===== config.mk =====
export PLATFORM = sky130hd
export DESIGN_NAME = dbg_dump_top
export DESIGN_NICKNAME = d
export VERILOG_FILES = /design/src/design/dbg_pkg.sv /design/src/design/dbg_snapshot_buf.sv /design/src/design/dbg_uart_tx.sv /design/src/design/dbg_dump_ctrl.sv /design/src/design/dbg_dump_top.sv
export VERILOG_INCLUDE_DIRS = /design/src /design/src/include
export SDC_FILE = /design/constraint.sdc
export NUM_CORES = 2
export LEC_CHECK = 0
export BUFFER_PORTS_ARGS = -buffer_cell sky130_fd_sc_hd__buf_2
export CAP_MARGIN = 20
export CELL_PAD_IN_SITES_DETAIL_PLACEMENT = 1
export CELL_PAD_IN_SITES_GLOBAL_PLACEMENT = 1
export CORE_AREA = 5 5 405 407
export CTS_CLUSTER_DIAMETER = 100
export DETAILED_ROUTE_END_ITERATION = 6
export DIE_AREA = 0 0 410 412
export MAX_ROUTING_LAYER = met4
export PLACE_DENSITY = 0.56
export SYNTH_ARGS = -nofsm -noshare
export SYNTH_HDL_FRONTEND = slang
export SYNTH_HIERARCHICAL = 1
export SYNTH_SLANG_ARGS = --single-unit
export TNS_END_PERCENT = 30

===== constraint.sdc =====
create_clock -name clk -period 139.7 [get_ports clk]
set_clock_uncertainty 0.05 [all_clocks]
set_input_delay 13.97 -clock clk [delete_from_list [all_inputs] [get_ports clk]]
set_output_delay 13.97 -clock clk [all_outputs]
set_load 0.01 [all_outputs]

===== src/include/dbg_cfg.svh =====
`ifndef DBG_CFG_SVH
`define DBG_CFG_SVH

////////////////////////////////////////////////////////////////////////////
// Debug dump frame and serial line settings
////////////////////////////////////////////////////////////////////////////

// Bytes per frame: 4 sync, 128 register, 4 control
`define DBG_FRAME_LEN 136

// Value of each of the four leading header bytes
`define DBG_SYNC_BYTE 8'hA5

// Clock cycles per serial bit, any value of 2 or more
// Kept at 4 so simulation runs short
`define DBG_BIT_CYCLES 4

`endif


===== src/design/dbg_pkg.sv =====
package dbg_pkg;

  ////////////////////////////////////////////////////////////////////////////
  // Data types shared by the dump unit
  ////////////////////////////////////////////////////////////////////////////

  // One byte of the serial frame
  typedef logic [7:0] byte_t;

  // One MIPS general register
  typedef logic [31:0] word_t;

  // Whole register file, register 0 sits at index 0
  typedef word_t [31:0] regfile_t;

  // Read pointer into the 136-byte frame
  typedef logic [7:0] frame_idx_t;

endpackage


===== src/design/dbg_snapshot_buf.sv =====
`timescale 1ns/1ps
`include "dbg_cfg.svh"

module dbg_snapshot_buf
(
  input  logic              clk,
  input  logic              rst_n,
  input  logic              capture,        // Load the whole frame
  input  logic              rd,             // Advance to next byte
  input  dbg_pkg::regfile_t regs,           // Register file contents
  input  logic [1:0]        reg_dst_id,     // ID/EX two-bit controls
  input  logic [1:0]        memto_reg_id,
  input  logic [1:0]        alu_op_id,
  input  logic              branch_id,      // ID/EX one-bit controls
  input  logic              mem_read_id,
  input  logic              mem_write_id,
  input  logic              alu_src_id,
  input  logic              reg_write_id,
  input  logic              mem_read_ex,    // EX stage controls
  input  logic              mem_write_ex,
  input  logic              reg_write_ex,
  input  logic [1:0]        memto_reg_ex,
  input  logic              reg_write_mem,  // MEM stage controls
  input  logic [1:0]        memto_reg_mem,
  output logic              empty,          // No byte left to read
  output dbg_pkg::byte_t    r_data          // Byte at read pointer
);

  dbg_pkg::byte_t     frame_mem [0:`DBG_FRAME_LEN-1]; // Snapshot storage
  dbg_pkg::frame_idx_t rd_ptr;                         // Next byte to serve
  logic               empty_q;
  logic               last_byte;

  ////////////////////////////////////////////////////////////////////////////
  // Frame capture, all bytes written on one edge
  ////////////////////////////////////////////////////////////////////////////

  always_ff @(posedge clk)
  begin
    if (capture)
    begin
      for (int s = 0; s < 4; s++)
      begin
        frame_mem[s] <= `DBG_SYNC_BYTE;                 // Sync header
      end
      for (int r = 0; r < 32; r++)
      begin
        for (int b = 0; b < 4; b++)
        begin
          frame_mem[4 + 4*r + b] <= regs[r][8*(3-b) +: 8]; // MSB first
        end
      end
      frame_mem[132] <= {2'b00, reg_dst_id, memto_reg_id, alu_op_id};
      frame_mem[133] <= {3'b101, branch_id, mem_read_id, mem_write_id,
                         alu_src_id, reg_write_id};      // ID/EX one-bit flags
      frame_mem[134] <= {3'b010, mem_read_ex, mem_write_ex, reg_write_ex,
                         memto_reg_ex};                  // EX stage
      frame_mem[135] <= {5'b00110, reg_write_mem, memto_reg_mem}; // MEM stage
    end
  end

  ////////////////////////////////////////////////////////////////////////////
  // Read pointer and empty flag
  ////////////////////////////////////////////////////////////////////////////

  assign last_byte = (rd_ptr == dbg_pkg::frame_idx_t'(`DBG_FRAME_LEN - 1));

  always_ff @(posedge clk or negedge rst_n)
  begin
    if (!rst_n)
    begin
      rd_ptr  <= '0;
      empty_q <= 1'b1;                                   // Nothing captured yet
    end
    else if (capture)
    begin
      rd_ptr  <= '0;                                     // Restart at sync byte
      empty_q <= 1'b0;
    end
    else if (rd && !empty_q)
    begin
      if (last_byte)
        empty_q <= 1'b1;                                 // Byte 135 consumed
      else
        rd_ptr <= rd_ptr + 8'd1;
    end
  end

  assign r_data = frame_mem[rd_ptr];                     // Combinational read
  assign empty  = empty_q;

  // Controller only reads a loaded frame
  a_no_rd_empty : assert property (@(posedge clk) disable iff (!rst_n)
    rd |-> !empty_q);

  // A new capture waits until the old frame has gone out
  a_no_cap_busy : assert property (@(posedge clk) disable iff (!rst_n)
    capture |-> empty_q);

endmodule


===== src/design/dbg_uart_tx.sv =====
`timescale 1ns/1ps
`include "dbg_cfg.svh"

module dbg_uart_tx
(
  input  logic           clk,
  input  logic           rst_n,
  input  logic           tx_start,  // Latch tx_data and begin a frame
  input  dbg_pkg::byte_t tx_data,   // Byte to send
  output logic           txd,       // Serial line, idles high
  output logic           tx_busy    // High while a frame is on the line
);

  localparam int CNT_W = $clog2(`DBG_BIT_CYCLES); // Bit-period counter width

  logic [9:0]       shift_q;   // Stop, data, start from MSB to LSB
  logic [CNT_W-1:0] cyc_cnt;   // Cycles spent in current bit
  logic [3:0]       bit_cnt;   // Bits already sent, 0 to 9
  logic             busy_q;
  logic             bit_end;   // Last cycle of current bit

  ////////////////////////////////////////////////////////////////////////////
  // Bit timing and shift register
  ////////////////////////////////////////////////////////////////////////////

  assign bit_end = (cyc_cnt == CNT_W'(`DBG_BIT_CYCLES - 1));

  always_ff @(posedge clk or negedge rst_n)
  begin
    if (!rst_n)
    begin
      shift_q <= '1;                                // Line held at mark
      cyc_cnt <= '0;
      bit_cnt <= '0;
      busy_q  <= 1'b0;
    end
    else if (tx_start && !busy_q)
    begin
      shift_q <= {1'b1, tx_data, 1'b0};             // 8N1 frame, LSB first
      cyc_cnt <= '0;
      bit_cnt <= '0;
      busy_q  <= 1'b1;
    end
    else if (busy_q)
    begin
      if (bit_end)
      begin
        cyc_cnt <= '0;
        shift_q <= {1'b1, shift_q[9:1]};            // Next bit, refill with mark
        if (bit_cnt == 4'd9)
        begin
          bit_cnt <= '0;
          busy_q  <= 1'b0;                          // Stop bit finished
        end
        else
        begin
          bit_cnt <= bit_cnt + 4'd1;
        end
      end
      else
      begin
        cyc_cnt <= cyc_cnt + 1'b1;
      end
    end
  end

  assign txd     = shift_q[0];                      // Idle shift reg is all ones
  assign tx_busy = busy_q;

  // Controller must wait out the current frame
  a_no_start_busy : assert property (@(posedge clk) disable iff (!rst_n)
    tx_start |-> !busy_q);

endmodule


===== src/design/dbg_dump_ctrl.sv =====
`timescale 1ns/1ps

module dbg_dump_ctrl
(
  input  logic clk,
  input  logic rst_n,
  input  logic dump_req,  // One-cycle dump request
  input  logic empty,     // Buffer has no byte left
  input  logic tx_busy,   // Transmitter sending
  output logic capture,   // Load snapshot into buffer
  output logic rd,        // Pop byte from buffer
  output logic tx_start,  // Start transmitter on current byte
  output logic busy,      // Dump in progress
  output logic done       // Last stop bit has ended
);

  typedef enum logic [2:0] {ST_IDLE, ST_LOAD, ST_SEND, ST_WAIT, ST_DRAIN} state_t;

  state_t state_q;
  state_t state_d;
  logic   send_ok;        // Byte ready and line free

  ////////////////////////////////////////////////////////////////////////////
  // Dump sequencing FSM
  ////////////////////////////////////////////////////////////////////////////

  assign send_ok = (state_q == ST_SEND) && !empty && !tx_busy;

  always_comb
  begin
    state_d = state_q;
    case (state_q)
      ST_IDLE  : if (dump_req) state_d = ST_LOAD;  // Requests while busy dropped
      ST_LOAD  : state_d = ST_SEND;                // Capture happens here
      ST_SEND  :
      begin
        if (empty)
          state_d = ST_DRAIN;                      // Frame fully handed over
        else if (send_ok)
          state_d = ST_WAIT;
      end
      ST_WAIT  : state_d = ST_SEND;                // Let tx_busy rise
      ST_DRAIN : if (!tx_busy) state_d = ST_IDLE;  // Last byte on the wire
      default  : state_d = ST_IDLE;
    endcase
  end

  always_ff @(posedge clk or negedge rst_n)
  begin
    if (!rst_n)
      state_q <= ST_IDLE;
    else
      state_q <= state_d;
  end

  assign capture  = (state_q == ST_LOAD);
  assign tx_start = send_ok;                       // Latch and pop together
  assign rd       = send_ok;
  assign busy     = (state_q != ST_IDLE);
  assign done     = (state_q == ST_DRAIN) && !tx_busy;

  // SEND must find the fresh frame right after the capture cycle
  a_cap_fill : assert property (@(posedge clk) disable iff (!rst_n)
    capture |=> !empty);

endmodule


===== src/design/dbg_dump_top.sv =====
`timescale 1ns/1ps

module dbg_dump_top
(
  input  logic              clk,
  input  logic              rst_n,
  input  logic              dump_req,       // Request one frame
  input  dbg_pkg::regfile_t regs,           // Register file contents
  input  logic [1:0]        reg_dst_id,     // ID/EX controls
  input  logic [1:0]        memto_reg_id,
  input  logic [1:0]        alu_op_id,
  input  logic              branch_id,
  input  logic              mem_read_id,
  input  logic              mem_write_id,
  input  logic              alu_src_id,
  input  logic              reg_write_id,
  input  logic              mem_read_ex,    // EX controls
  input  logic              mem_write_ex,
  input  logic              reg_write_ex,
  input  logic [1:0]        memto_reg_ex,
  input  logic              reg_write_mem,  // MEM controls
  input  logic [1:0]        memto_reg_mem,
  output logic              txd,            // UART line
  output logic              busy,           // Dump running
  output logic              done            // Frame finished
);

  logic           capture;
  logic           rd;
  logic           empty;
  logic           tx_start;
  logic           tx_busy;
  dbg_pkg::byte_t r_data;   // Buffer byte feeding the transmitter

  ////////////////////////////////////////////////////////////////////////////
  // Snapshot buffer, controller and UART
  ////////////////////////////////////////////////////////////////////////////

  dbg_snapshot_buf buf_i (
    .clk          (clk),          .rst_n         (rst_n),
    .capture      (capture),      .rd            (rd),
    .regs         (regs),
    .reg_dst_id   (reg_dst_id),   .memto_reg_id  (memto_reg_id),
    .alu_op_id    (alu_op_id),    .branch_id     (branch_id),
    .mem_read_id  (mem_read_id),  .mem_write_id  (mem_write_id),
    .alu_src_id   (alu_src_id),   .reg_write_id  (reg_write_id),
    .mem_read_ex  (mem_read_ex),  .mem_write_ex  (mem_write_ex),
    .reg_write_ex (reg_write_ex), .memto_reg_ex  (memto_reg_ex),
    .reg_write_mem(reg_write_mem), .memto_reg_mem(memto_reg_mem),
    .empty        (empty),        .r_data        (r_data)
  );

  dbg_dump_ctrl ctrl_i (
    .clk     (clk),      .rst_n   (rst_n),
    .dump_req(dump_req), .empty   (empty),
    .tx_busy (tx_busy),  .capture (capture),
    .rd      (rd),       .tx_start(tx_start),
    .busy    (busy),     .done    (done)
  );

  dbg_uart_tx tx_i (
    .clk     (clk),      .rst_n   (rst_n),
    .tx_start(tx_start), .tx_data (r_data),  // Byte latched as pointer moves
    .txd     (txd),      .tx_busy (tx_busy)
  );

endmodule


## Yosys cells after proc, flatten, opt, wreduce, memory -nomap -nowiden

Memories as Yosys holds them, arrays and structs flattened.
Cells that the tools add are included.

- Register bits after elaboration: 29
- Memories kept: 1
- Output and inout bits: 3
- Memory bits (writable): 1088

- Equal/unequal tests: 11
- Reduce and logical (&&, ||, !) cells: 18
- Add/subtract/negate cells: 3
- Muxes and demuxes: 27

Memories:

| name | words | width | read ports | clocked after memory_dff | wr ports | RTL line | RTL |
|---|---|---|---|---|---|---|---|
| buf_i.frame_mem | 136 | 8 | 1 | 0 | 136 | dbg_snapshot_buf.sv:29 | `` dbg_pkg::byte_t frame_mem [0:`DBG_FRAME_LEN-1]; `` |

Operator list:

| operator | count |
|---|---|
| 10-bit 2-to-1 mux | 3 |
| 8-bit 2-to-1 mux | 3 |
| 4-bit 2-to-1 mux | 4 |
| 3-bit 2-to-1 mux | 4 |
| 3-bit one-hot mux with 4 select lines | 1 |
| 1-bit 2-to-1 mux | 9 |
| 8-bit by 1-bit adder with 8-bit output (second input constant) | 1 |
| 8-bit == test (second input constant) | 1 |
| 2-bit nonzero test | 4 |
| 3-bit by 2-bit == test with 1-bit output (second input constant) | 2 |
| 2-bit 2-to-1 mux | 3 |
| 2-bit AND reduction | 3 |
| 1-bit logical AND | 5 |
| 4-bit by 1-bit adder with 4-bit output (second input constant) | 1 |
| 4-bit == test (second input constant) | 1 |
| 2-bit != test (second input constant) | 2 |
| 3-bit by 1-bit == test with 1-bit output (second input constant) | 1 |
| 3-bit == test (second input constant) | 1 |
| 3-bit logical NOT | 1 |
| 3-bit != test (second input constant) | 1 |
| 3-bit AND reduction | 1 |
| 3-bit nonzero test | 1 |
| 2-bit by 1-bit adder with 2-bit output (second input constant) | 1 |
| 2-bit == test (second input constant) | 1 |
| 3 further kinds | 4 |

## Logic depth before layout (Yosys ltp)

- Depth after elaboration: 6
- Gate-level depth with buffers: 13
- Mapped depth without buffers: 8

## Cells and area by module

The synthesis kept the hierarchy.

Modules (own cells, without submodules):

| module | instances | cells an instance | area each (µm²) | seq. area each (µm²) |
|---|---|---|---|---|
| dbg_snapshot_buf | 1 | 1820 | 40487.6 | 31546.5 |
| dbg_uart_tx | 1 | 69 | 759.5 | 411.6 |
| dbg_dump_ctrl | 1 | 17 | 171.4 | 75.1 |

## Worst setup path before layout

No wires, ideal clock.

- Path kind: flip-flop to flip-flop
- From: register ctrl_i.state_q[1]
- To: memory buf_i/frame_mem[100][0] in the netlist's numbering (enable)
- Cell stages (with the launch flop): 2
- Data arrival time: 70845 ps
- Slack: 65069 ps
- Required time: 135914 ps
- Cells stage by stage: dfrtp_1 nor3_1

RTL lines:

| element | RTL line | RTL |
|---|---|---|
| from (decl) | dbg_dump_ctrl.sv:19 | `state_t state_q;` |
| from (signal assigned) | dbg_dump_ctrl.sv:53 | `state_q <= state_d;` |
| to (decl) | dbg_snapshot_buf.sv:29 |  |

## Worst setup path after layout

- From: register tx_i.busy_q (netlist: tx_i/tx_busy)
- To: output port done

- Word-level cells in the longest chain between the ends: 2

RTL lines:

| element | RTL line | RTL |
|---|---|---|
| from (decl) | dbg_uart_tx.sv:19 | `logic busy_q;` |
| from (signal assigned) | dbg_uart_tx.sv:35 | `busy_q <= 1'b0;` |
| from (signal assigned) | dbg_uart_tx.sv:42 | `busy_q <= 1'b1;` |
| from (signal assigned) | dbg_uart_tx.sv:53 | `busy_q <= 1'b0;` |
| 1-bit logical NOT | dbg_dump_ctrl.sv:60 | `assign done = (state_q == ST_DRAIN) && !tx_busy;` |
| 1-bit logical AND | dbg_dump_ctrl.sv:60 |  |
| to (decl) | dbg_dump_top.sv:25 | `output logic done` |

No other way between the ends.

==> impl_metrics.json <==
{
  "postSynth.asyncResetShare_pct": 2.61,
  "std_cell_rows": 147,
  "drive_gt1_share_pct": 48.3,
  "ys_seq_area_share_pct": 77.3,
  "drtIter0Drc": 2216,
  "via_per_inst": 4.64,
  "core_area_um2": 160000,
  "leakagePower_nw": 18.5,
  "track_usage_pct": 19.4,
  "synth_compound_area_share_pct": 3.57,
  "cap_violations": 0,
  "areaGrowthSynthToFinish_pct": 28.1,
  "ant_nets": 0,
  "antenna_found_initial": 114,
  "pwr_density_cell_nw_per_um2": 12.9,
  "cts_max_path_buffers": 3,
  "grt_pass1_wl_um": 216000,
  "root_buffer": "clkbuf_16",
  "min_path_type": "flop to flop",
  "final_common_cell": "buf_2",
  "gp_congestion": 0.831,
  "period_needed_ps": 16090,
  "grt_max_degree": 169,
  "wire_per_inst_um": 31.3,
  "end_kind": "primary output",
  "synth_edf_count": 1043,
  "finalHoldViolCount": 0,
  "netlist_area_um2": 41400,
  "cts_buffers": 118,
  "num_vias": 24469,
  "synth-main-ff-cell": "edfxtp_1",
  "fmax_mhz": 62.2,
  "vdd_drop_max_mv": 0.0102,
  "synthMuxAreaShare_pct": 14.9,
  "max_slew_margin_pct": 2.17,
  "period_share_pct": 11.5,
  "drc": 0,
  "finalMaxSlewViolations": 0,
  "power.total_uw": 683,
  "timing.setup.tns_ps": 0,
  "synthCells": 1906,
  "hp-start": "tx_i/shift_q[3]",
  "path_cells": "nor4b_1 -> buf_2",
  "wl_um": 165000,
  "fin_nets": 4066,
  "startpoint_type": "flop",
  "max_stage_delay_ps": 580,
  "synth_fp_nets": 2958,
  "yosys.area_share.xor_xnor_pct": 0.148,
  "grt-ovfl-total": 0,
  "dr.pass1.iters": 5,
  "numPortBuffers": 1048,
  "yosys.area_share.simple_pct": 1.99,
  "worstMarginPinSlew_ps": 1470,
  "hold_ws_ps": 410,
  "cpLargestDelayFamily": "flip-flops",
  "cts_tree": "done",
  "final_cell_mix": "buf_2, edfxtp_1, mux4_2",
  "clock_latency_ps": 750,
  "outcome": "finished, final reports clean",
  "die-area_um2": 169000,
  "cpMaxStageDelayCell": "dfrtp_1",
  "die_w_um": 410,
  "io_pins": 1049,
  "holdBufCountCts": 0,
  "synth_area_per_cell_um2": 21.7,
  "rsz0062_at_grt": "no",
  "cts.sinks": 1071,
  "cp.arrival_ps": 2070,
  "synthAdderAreaFrac_pct": 0.181,
  "synth_cell_types": 70,
  "crit_start": "tx_i/tx_busy",
  "cp_max_fo": 16,
  "worst-path-buf-inv": 1,
  "ys_warn_count": 6,
  "grt_pass1_vias": 26145,
  "clkSlewWorstSetupHoldPaths_ps": 60,
  "start_util_pct": 25.9,
  "worst_r2r_startpoint": "buf_i/rd_ptr[1]",
  "ctsResizeCount": 0,
  "synth_top_family_by_area": "multiplexers",
  "crit_type": "flop to primary output",
  "final-setup-viol-count": 0,
  "dieHeight_um": 412,
  "worstPathRequired_ps": 125680,
  "cts_setup_buffers": 0,
  "dp_hpwl_um": 128000,
  "yosys_register_bits": 1071,
  "htreeDepth": 3
}
-- cell type report --
cell class / instances / area, um2
clock buffers: 140 / 3040
well taps: 2086 / 2610
flip-flops and latches: 1071 / 32000
multi-input cells: 720 / 8650
clock inverters: 79 / 850
repair buffers: 1094 / 5630
inverters: 9 / 36.3
diodes: 79 / 198
fillers: 16466 / 107000
-- metal layers --
layer	share of wire, %	up-vias	track usage [%]
li1	-	10428	-
met1	39	12745	23.1
met2	51	1061	32.5
met3	7.4	235	4.72
met4	2.9	0	6.53
met5	0	-	-
-- worst register-to-register path, delay by kind of cell, from the launching register on --
kind | cells | cell delay, ps
mux | 1 | 480
flops | 1 | 710
simple gates | 1 | 70
compound gates | 5 | 1850
buf+inv | 3 | 1990
-- registers in the layout, indices dropped and copies added, names as in the netlist --
signal,flops
buf_i/frame_mem,1043
tx_i/shift_q,9
buf_i/rd_ptr,8
tx_i/bit_cnt,4
ctrl_i/state_q,3
tx_i/cyc_cnt,2
buf_i/empty,1
tx_i/tx_busy,1
-- stage by stage --
stage | utilization [%] | area (um2) | instances | worst slack [ps]
after floorplan | - | 41400 | 1906 | 65070
after global placement | 30.6 | 49000 | 4979 | 124320
after detailed placement | 30.6 | 49000 | 4979 | 124340
after CTS | 33.1 | 52800 | 5198 | 123450
after global routing | 33.2 | 53000 | 5265 | 123480
final | 33.2 | 53100 | 5278 | 123610
-- cell families (layout without fill, tap and decap cells) --
kind of cell / count (synthesis) / in the layout
compound gates: 208 / 208
xor+xnor: 7 / 7
fa+ha+maj: 6 / 6
buf+inv: 115 / 1322
flops: 1071 / 1071
mux: 330 / 330
other cells: 0 / 79
simple gates: 169 / 169
-- cell usage after synthesis, types with 4 or more instances --
cell       number  area (um2)
a2111oi_0       4        35.0
a211oi_1       20         150
a21oi_1        34         170
a22o_1          8        70.1
a22oi_1        54         405
a31oi_1         8        50.1
a32oi_1        10        87.6
and2_1          4        25.0
buf_1           6        22.5
buf_12          4        80.1
buf_2          37         185
buf_4          22         165
buf_6           8        90.1
buf_8           7         105
clkbuf_1       20        75.1
dfrtp_1        18         450
dfstp_2        10         263
edfxtp_1     1043       31300
ha_1            6        75.1
inv_1           8        30.0
mux2_2          4        45.0
mux2i_1       101        1010
mux4_1         13         342
mux4_2        212        4770
nand2_1        57         214
nand2b_1        4        25.0
nand3_1        19        95.1
nand3b_1        4        30.0
nand4_1         5        31.3
nor2_1         30         113
nor2b_1         5        31.3
nor3_1         16        80.1
nor4_1          5        31.3
o21ai_0        18        90.1
o221ai_1        6        52.6
o22ai_1        21         131
o31ai_1         4        30.0
or3_1           7        43.8
xnor2_1         6        52.6
-- where the power goes --
group          leakage (nW)  switching (mW)  internal (mW)
Clock                  1.88           0.134          0.181
Combinational          6.96         0.00494         0.0101
Sequential             9.69               0          0.352
Total                  18.5           0.139          0.544
-- final timing paths --
check | endpoint | slack, ps | cells after the start
min in group asynchronous | ctrl_i/state_q[2] | 13230 | 1
min reg2reg | tx_i/shift_q[3] | 410 | 2
max | done | 123610 | 2
min | tx_i/shift_q[3] | 410 | 2
max in group asynchronous | buf_i/rd_ptr[0] | 125830 | 1
max reg2reg | tx_i/shift_q[2] | 134450 | 10
Power figures use the tool's default switching activity.
